## config.mk

```make
export PLATFORM = sky130hd
export DESIGN_NAME = hb_soc_top
export DESIGN_NICKNAME = d
export VERILOG_FILES = /design/src/source/xt_bus_pkg.sv /design/src/source/str_rom.sv /design/src/source/boot_rom.sv /design/src/source/user_imem.sv /design/src/source/hb_decoder.sv /design/src/source/harvard_bootloader.sv /design/src/source/hb_soc_top.sv
export SDC_FILE = /design/constraint.sdc
export NUM_CORES = 2
export LEC_CHECK = 0
export BUFFER_PORTS_ARGS = -buffer_cell sky130_fd_sc_hd__buf_2
export CORE_MARGIN = 10
export CORE_UTILIZATION = 60
export CTS_BUF_LIST = sky130_fd_sc_hd__clkbuf_4
export DETAILED_ROUTE_END_ITERATION = 6
export HOLD_SLACK_MARGIN = 0.06
export PLACE_DENSITY = 0.76
export SYNTH_ARGS = -nofsm -noshare
export SYNTH_HDL_FRONTEND = slang
export SYNTH_HIERARCHICAL = 1
export SYNTH_SLANG_ARGS = --single-unit
```

## constraint.sdc

```tcl
create_clock -name hb_clk -period 7.1 [get_ports hb_clk]
set_input_delay 1.065 -clock hb_clk [delete_from_list [all_inputs] [get_ports hb_clk]]
set_output_delay 1.065 -clock hb_clk [all_outputs]
set_load 0.05 [all_outputs]
```

## src/source/xt_bus_pkg.sv

```systemverilog
//##########################################################################
// hb bus constants: widths, address map, register offsets and the
// release code that hands instruction fetch over to user memory
//##########################################################################
package xt_bus_pkg;

  // bus widths
  localparam int hb_addr_w = 8;
  localparam int hb_data_w = 32;

  // instruction side, 64 words
  localparam int pc_w = 6;

  // identification string rom
  localparam int str_addr_w = 6;

  // address bits 7..6 select the slave
  localparam logic [1:0] slot_boot = 2'd0;
  localparam logic [1:0] slot_imem = 2'd1;

  // bootloader register offsets, address bits 1..0
  // offset 0 writes the debug register and reads the status
  localparam logic [1:0] reg_debug = 2'd0;
  localparam logic [1:0] reg_str_addr = 2'd1;
  localparam logic [1:0] reg_str_data = 2'd2;

  // debug register value that releases the core to user code
  localparam logic [7:0] boot_release = 8'hF0;

endpackage

```

## src/source/str_rom.sv

```systemverilog
//##########################################################################
// identification string rom, 64 x 8, combinational lookup
//##########################################################################
module str_rom (
  input  logic [xt_bus_pkg::str_addr_w-1:0] addr,
  output logic [7:0]                        data
);

  // "HB BOOT V1", zero padded
  always_comb begin
    case (addr)
      6'd0: begin
        data = 8'h48;
      end
      6'd1: begin
        data = 8'h42;
      end
      6'd2: begin
        data = 8'h20;
      end
      6'd3: begin
        data = 8'h42;
      end
      6'd4: begin
        data = 8'h4F;
      end
      6'd5: begin
        data = 8'h4F;
      end
      6'd6: begin
        data = 8'h54;
      end
      6'd7: begin
        data = 8'h20;
      end
      6'd8: begin
        data = 8'h56;
      end
      6'd9: begin
        data = 8'h31;
      end
      default: begin
        data = 8'h00;
      end
    endcase
  end

endmodule

```

## src/source/boot_rom.sv

```systemverilog
//##########################################################################
// boot program rom, 64 words indexed by pc; polls the download_mode
// status and parks the core in a self loop
//##########################################################################
module boot_rom (
  input  logic [xt_bus_pkg::pc_w-1:0]      pc,
  output logic [xt_bus_pkg::hb_data_w-1:0] instruction
);

  always_comb begin
    case (pc)
      // x1 = bootloader base, x2 = poll counter
      6'd0:  instruction = 32'h00000093;
      6'd1:  instruction = 32'h00000113;
      // wait for download_mode high
      6'd2:  instruction = 32'h0000A183;
      6'd3:  instruction = 32'h0011F193;
      6'd4:  instruction = 32'hFE018CE3;
      6'd5:  instruction = 32'h00110113;
      // then wait for it to drop again
      6'd6:  instruction = 32'h0000A183;
      6'd7:  instruction = 32'h0011F193;
      6'd8:  instruction = 32'hFE019CE3;
      // clear scratch registers, x4 = user stack top
      6'd9:  instruction = 32'h04000213;
      6'd10: instruction = 32'h00000293;
      6'd11: instruction = 32'h00000313;
      6'd12: instruction = 32'h00000393;
      6'd13: instruction = 32'h00000013;
      6'd14: instruction = 32'h00000013;
      // jal x0, 0
      // core spins here until the release code switches fetch
      6'd15: instruction = 32'h0000006F;
      default: begin
        instruction = 32'h00000013;
      end
    endcase
  end

endmodule

```

## src/source/user_imem.sv

```systemverilog
//##########################################################################
// user instruction memory, 64 words; bus write and registered bus read,
// plus a combinational fetch port for the core
//##########################################################################
module user_imem (
  input  logic                              hb_clk,
  input  logic                              wen,
  input  logic [xt_bus_pkg::hb_addr_w-1:0]  waddr,
  input  logic [xt_bus_pkg::hb_data_w-1:0]  wdata,
  input  logic                              ren,
  input  logic [xt_bus_pkg::hb_addr_w-1:0]  raddr,
  output logic [xt_bus_pkg::hb_data_w-1:0]  rdata,
  input  logic [xt_bus_pkg::pc_w-1:0]       pc,
  output logic [xt_bus_pkg::hb_data_w-1:0]  instruction
);

  logic [xt_bus_pkg::hb_data_w-1:0] mem [2**xt_bus_pkg::pc_w];

  // word index from the low address bits
  logic [xt_bus_pkg::pc_w-1:0] widx;
  logic [xt_bus_pkg::pc_w-1:0] ridx;

  assign widx = waddr[xt_bus_pkg::pc_w-1:0];
  assign ridx = raddr[xt_bus_pkg::pc_w-1:0];

  // host download
  always_ff @(posedge hb_clk) begin
    if (wen) begin
      mem[widx] <= wdata;
    end
  end

  // readback, held until the next read
  always_ff @(posedge hb_clk) begin
    if (ren) begin
      rdata <= mem[ridx];
    end
  end

  // fetch port
  assign instruction = mem[pc];

endmodule

```

## src/source/hb_decoder.sv

```systemverilog
//##########################################################################
// hb bus decoder: per-slave strobes from the top address bits and
// read data return from the slot that was last read
//##########################################################################
module hb_decoder (
  input  logic                             hb_clk,
  input  logic                             rst_sync,
  input  logic [xt_bus_pkg::hb_addr_w-1:0] waddr,
  input  logic [xt_bus_pkg::hb_addr_w-1:0] raddr,
  input  logic                             wen,
  input  logic                             ren,
  output logic                             boot_wen,
  output logic                             boot_ren,
  output logic                             imem_wen,
  output logic                             imem_ren,
  input  logic [xt_bus_pkg::hb_data_w-1:0] boot_rdata,
  input  logic [xt_bus_pkg::hb_data_w-1:0] imem_rdata,
  output logic [xt_bus_pkg::hb_data_w-1:0] rdata
);

  logic [1:0] wslot;
  logic [1:0] rslot;
  logic [1:0] rd_slot;

  assign wslot = waddr[xt_bus_pkg::hb_addr_w-1 -: 2];
  assign rslot = raddr[xt_bus_pkg::hb_addr_w-1 -: 2];

  // slots 2 and 3 are unmapped, no strobe
  assign boot_wen = wen && (wslot == xt_bus_pkg::slot_boot);
  assign imem_wen = wen && (wslot == xt_bus_pkg::slot_imem);
  assign boot_ren = ren && (rslot == xt_bus_pkg::slot_boot);
  assign imem_ren = ren && (rslot == xt_bus_pkg::slot_imem);

  // slot of the last read, same edge as the slave registers its data
  always_ff @(posedge hb_clk) begin
    if (rst_sync) begin
      rd_slot <= xt_bus_pkg::slot_boot;
    end else if (ren) begin
      rd_slot <= rslot;
    end
  end

  // unmapped reads fall through to the bootloader's held data
  always_comb begin
    if (rd_slot == xt_bus_pkg::slot_imem) begin
      rdata = imem_rdata;
    end else begin
      rdata = boot_rdata;
    end
  end

endmodule

```

## src/source/harvard_bootloader.sv

```systemverilog
//##########################################################################
// bootloader control: debug/mode register, status read, auto-increment
// window into the id string rom and the instruction source select
//##########################################################################
module harvard_bootloader (
  input  logic                             hb_clk,
  input  logic                             rst_sync,
  input  logic                             wen,
  input  logic                             ren,
  input  logic [xt_bus_pkg::hb_addr_w-1:0] waddr,
  input  logic [xt_bus_pkg::hb_addr_w-1:0] raddr,
  input  logic [xt_bus_pkg::hb_data_w-1:0] wdata,
  output logic [xt_bus_pkg::hb_data_w-1:0] rdata,
  input  logic                             download_mode,
  input  logic [xt_bus_pkg::hb_data_w-1:0] bootloader_instruction,
  input  logic [xt_bus_pkg::hb_data_w-1:0] user_instruction,
  output logic [xt_bus_pkg::hb_data_w-1:0] instruction
);

  logic w_debug;
  logic w_str_addr;
  logic r_status;
  logic r_str_data;

  assign w_debug    = waddr[1:0] == xt_bus_pkg::reg_debug;
  assign w_str_addr = waddr[1:0] == xt_bus_pkg::reg_str_addr;
  assign r_status   = raddr[1:0] == xt_bus_pkg::reg_debug;
  assign r_str_data = raddr[1:0] == xt_bus_pkg::reg_str_data;

  // string pointer, advances on each data read
  logic [xt_bus_pkg::str_addr_w-1:0] str_ptr;
  logic [xt_bus_pkg::str_addr_w-1:0] str_ptr_byp;
  logic [7:0]                        str_byte;

  // new pointer goes to the rom in the write cycle
  always_comb begin
    if (wen && w_str_addr) begin
      str_ptr_byp = wdata[xt_bus_pkg::str_addr_w-1:0];
    end else begin
      str_ptr_byp = str_ptr;
    end
  end

  always_ff @(posedge hb_clk) begin
    if (wen && w_str_addr) begin
      str_ptr <= wdata[xt_bus_pkg::str_addr_w-1:0];
    end else if (ren && r_str_data) begin
      str_ptr <= str_ptr + 1'b1;
    end
  end

  str_rom str_rom_i (
    .addr (str_ptr_byp),
    .data (str_byte)
  );

  // debug register and run mode
  logic [7:0] debug_reg;
  logic       user_mode;

  always_ff @(posedge hb_clk) begin
    if (rst_sync) begin
      debug_reg <= 8'h00;
    end else if (wen && w_debug) begin
      debug_reg <= wdata[7:0];
    end
  end

  // one cycle behind the debug write, sticky until reset
  always_ff @(posedge hb_clk) begin
    if (rst_sync) begin
      user_mode <= 1'b0;
    end else if (debug_reg == xt_bus_pkg::boot_release) begin
      user_mode <= 1'b1;
    end
  end

  assign instruction = user_mode ? user_instruction : bootloader_instruction;

  // register read
  always_ff @(posedge hb_clk) begin
    if (ren) begin
      if (r_status) begin
        rdata <= {{(xt_bus_pkg::hb_data_w-1){1'b0}}, download_mode};
      end else begin
        rdata <= {{(xt_bus_pkg::hb_data_w-8){1'b0}}, str_byte};
      end
    end
  end

endmodule

```

## src/source/hb_soc_top.sv

```systemverilog
//##########################################################################
// instruction-side boot subsystem: hb decoder, bootloader, boot rom
// and user instruction memory
//##########################################################################
module hb_soc_top (
  input  logic                             hb_clk,
  input  logic                             rst_sync,
  input  logic [xt_bus_pkg::hb_addr_w-1:0] waddr,
  input  logic [xt_bus_pkg::hb_data_w-1:0] wdata,
  input  logic                             wen,
  input  logic [xt_bus_pkg::hb_addr_w-1:0] raddr,
  input  logic                             ren,
  output logic [xt_bus_pkg::hb_data_w-1:0] rdata,
  input  logic [xt_bus_pkg::pc_w-1:0]      pc,
  output logic [xt_bus_pkg::hb_data_w-1:0] instruction,
  input  logic                             download_mode
);

  // per-slave strobes
  logic boot_wen;
  logic boot_ren;
  logic imem_wen;
  logic imem_ren;

  // registered slave read data
  logic [xt_bus_pkg::hb_data_w-1:0] boot_rdata;
  logic [xt_bus_pkg::hb_data_w-1:0] imem_rdata;

  // fetch candidates
  logic [xt_bus_pkg::hb_data_w-1:0] boot_instr;
  logic [xt_bus_pkg::hb_data_w-1:0] user_instr;

  hb_decoder hb_decoder_i (
    .hb_clk     (hb_clk),
    .rst_sync   (rst_sync),
    .waddr      (waddr),
    .raddr      (raddr),
    .wen        (wen),
    .ren        (ren),
    .boot_wen   (boot_wen),
    .boot_ren   (boot_ren),
    .imem_wen   (imem_wen),
    .imem_ren   (imem_ren),
    .boot_rdata (boot_rdata),
    .imem_rdata (imem_rdata),
    .rdata      (rdata)
  );

  harvard_bootloader harvard_bootloader_i (
    .hb_clk                 (hb_clk),
    .rst_sync               (rst_sync),
    .wen                    (boot_wen),
    .ren                    (boot_ren),
    .waddr                  (waddr),
    .raddr                  (raddr),
    .wdata                  (wdata),
    .rdata                  (boot_rdata),
    .download_mode          (download_mode),
    .bootloader_instruction (boot_instr),
    .user_instruction       (user_instr),
    .instruction            (instruction)
  );

  boot_rom boot_rom_i (
    .pc          (pc),
    .instruction (boot_instr)
  );

  user_imem user_imem_i (
    .hb_clk      (hb_clk),
    .wen         (imem_wen),
    .waddr       (waddr),
    .wdata       (wdata),
    .ren         (imem_ren),
    .raddr       (raddr),
    .rdata       (imem_rdata),
    .pc          (pc),
    .instruction (user_instr)
  );

endmodule

```

==> metrics.yaml <==
outcome:
  status: "completed"
floorplan:
  die_x_um: 425
  ioPinCount: 123
  die_area_um2: 180000
  core_region_area_um2: 163000
  die_h_um: 425
  rows: 148
  start_util: 0.603
routing:
  drtPass1Iterations: 6
  num_vias: 57132
  drc_errors: 0
  drt-total-wl_um: 298000
  ant_nets: 0
  drtIter0Drc: 8950
  drt-vias-per-instance: 7.40
  wl_per_cell_um: 38.5
setup_path:
  cp_cell_sequence: "buf_8 > buf_4 > mux4_2 > mux4_2 > o22ai_1 > a21oi_1 > mux2_2 > buf_2"
  cp_num_buf_inv: 3
  cp-end-kind: "output pin"
  r2r_slack_ps: 4330
  worstSetupStartpointType: "primary input"
  reg2reg_depth: 4
  crit_required_ps: 6030
  crit_path_frequent_cell: "mux4_2"
  cp.depth: 8
  crit_end: "instruction[24]"
  startpoint: "pc[0]"
  reg2reg_from: "user_imem_i/mem[5][3]"
  slowest_delay_ps: 640
  cpMaxStageDelayCell: "o22ai_1"
  path_max_fanout: 48
  reg2reg_to: "user_imem_i/rdata[3]"
  crit_family: "multiplexers"
  cp.arrival_ps: 4740
  path_class: "primary input to output pin"
yosys:
  ys_seq_area_frac: 0.643
  ys_warn_count: 6
  synth_top_flop_cell: "edfxtp_1"
  synth_enable_flop_cells: 2094
  yosysUniqueCellTypes: 65
  ys_seq_elements: 2105
  synth.avg_cell_area_um2: 21.0
  synth_area_um2: 98200
  async_flop_share: 0
  synth_cells: 4678
clock_tree:
  post-cts-setup-buffers: 0
  clock-sinks: 2105
  htreeDepth: 6
  cts_resized: 0
  cts_root_buffer: "clkbuf_4"
  cts_tree: "built"
  insertion_delay_ps: 1390
  clk_transition_reported_paths_ps: 60
  clk_path_buf_depth: 4
  ctsHoldBuffers: 9
  cts_buffers: 549
final_layout:
  largest_register: "user_imem_i/mem"
  multi_input_comb_area_um2: 33500
  reg_top3: "user_imem_i/mem: 2048 flops, user_imem_i/rdata: 32 flops"
  mostFrequentLayoutCell: "edfxtp_1"
  nFillCells: 10425
  seq_area_um2: 63100
  num-nets-final: 5206
  area_delta_synth_final_pct: 10.2
  drive_gt1_frac: 0.438
  largest_reg_flops: 2048
  layout_common_cells: "edfxtp_1, mux4_2, clkbuf_4"
timing:
  min_period_ps: 5800
  setup_viol_count_final: 0
  hold_viol: 0
  slew_viol_final: 0
  period_share: 0.817
  worst_slew_pin_slew_ps: 1390
  tns_ps: 0
  rsz0062_at_grt: "no"
  fmax_ghz: 0.172
  skew_ps: 62.6
  max-slew-margin-rel: 0.0762
global_route:
  grtUsageTotal: 0.329
  grt_pass1_vias: 57419
  grt_first_pass_wirelength_um: 418000
  grt_antenna_before_repair: 33
  gr-total-overflow: 0
  grt_max_degree: 98
placed_design:
  dp_hpwl_um: 171000
  globalplace.congestion: 0.873
  port_buffers: 122
power:
  power.total_mw: 25.9
  vdd_drop_max_mv: 0.156
  powerDensity_nw_per_um2: 239
  leakage_nw: 34.7
hold_path:
  min_path_type: "primary input to flop"
flow_run:
  cap_violations: 0
## stage by stage
step	worst slack [ps]	area (um^2)	std cells	hold slack [ps]	util
floorplan	2830	98300	4708	452	-
global placement	1330	102000	6761	467	0.624
detailed placement	1310	102000	6761	486	0.624
CTS	1300	108000	7683	112	0.664
global route	1110	108000	7713	146	0.665
finish	1300	108000	7724	223	0.665
## area by class of cell
class	count	share of cell area
well taps	2175	0.0251
clock buffers	762	0.0529
repair buffers	295	0.0214
multi-input cells	2192	0.310
flip-flops and latches	2105	0.583
diodes	41	0.000948
clock inverters	151	0.00678
inverters	3	0.000104
## kinds of logic after synthesis
family	synth area share
compound gates	0.0252
fa+ha+maj	0.000127
mux	0.293
simple gates	0.0163
buf+inv	0.0227
xor+xnor	0.000357
other cells	0.000153
flops	0.643
## worst min-delay path, delay by kind of cell
family | cells | cell delay, ps
simple gates | 2 | 170
buf+inv | 1 | 190
## Yosys cell counts, types with 11 or more instances
cell type / number / area share
o21ai_1: 31 / 0.0016
nor2b_1: 27 / 0.0017
edfxtp_1: 2094 / 0.64
mux2i_1: 215 / 0.022
a22oi_1: 86 / 0.0066
a211oi_1: 16 / 0.0012
o221ai_1: 16 / 0.0014
nor2_1: 118 / 0.0045
nand2_1: 121 / 0.0046
mux4_2: 1124 / 0.26
o211ai_1: 27 / 0.0021
nand3_1: 11 / 0.00056
dfxtp_1: 11 / 0.0022
mux2_2: 71 / 0.0081
buf_2: 130 / 0.0066
clkbuf_1: 136 / 0.0052
buf_6: 13 / 0.0015
o22ai_1: 56 / 0.0036
a21oi_1: 68 / 0.0035
o21ai_0: 26 / 0.0013
buf_1: 26 / 0.00099
buf_4: 99 / 0.0076
nand2b_1: 12 / 0.00076
mux2_4: 31 / 0.0047
a221oi_1: 13 / 0.0012
## report_power, final
part           switching, mW  leakage [nW]  internal, mW  total [mW]
Combinational           1.35          11.9         0.877        2.23
Clock                   4.84          3.89          5.12        9.96
Sequential            0.0152          18.9          13.7        13.7
## routing by layer
metal,global-route usage,routed length [um],part of all wire
met5,0,146,0.00049
met4,0.166,16100,0.054
met2,0.493,138000,0.46
met1,0.430,97900,0.33
met3,0.119,45700,0.15
## how the worst min path moves through the flow
stage / from / endpoint / slack [ps] / cells after the start
6_report: wdata[1] / harvard_bootloader_i/str_ptr[1] / 220 / 3
3_5_place_dp: harvard_bootloader_i/debug_reg[2] / harvard_bootloader_i/debug_reg[2] / 490 / 2
4_1_cts: wdata[1] / harvard_bootloader_i/str_ptr[1] / 110 / 3
5_1_grt: wdata[1] / harvard_bootloader_i/str_ptr[1] / 150 / 3
2_1_floorplan: harvard_bootloader_i/debug_reg[7] / harvard_bootloader_i/debug_reg[7] / 450 / 2
3_3_place_gp: harvard_bootloader_i/debug_reg[4] / harvard_bootloader_i/debug_reg[4] / 470 / 2
Note: power is estimated with default switching activity, not from simulation.
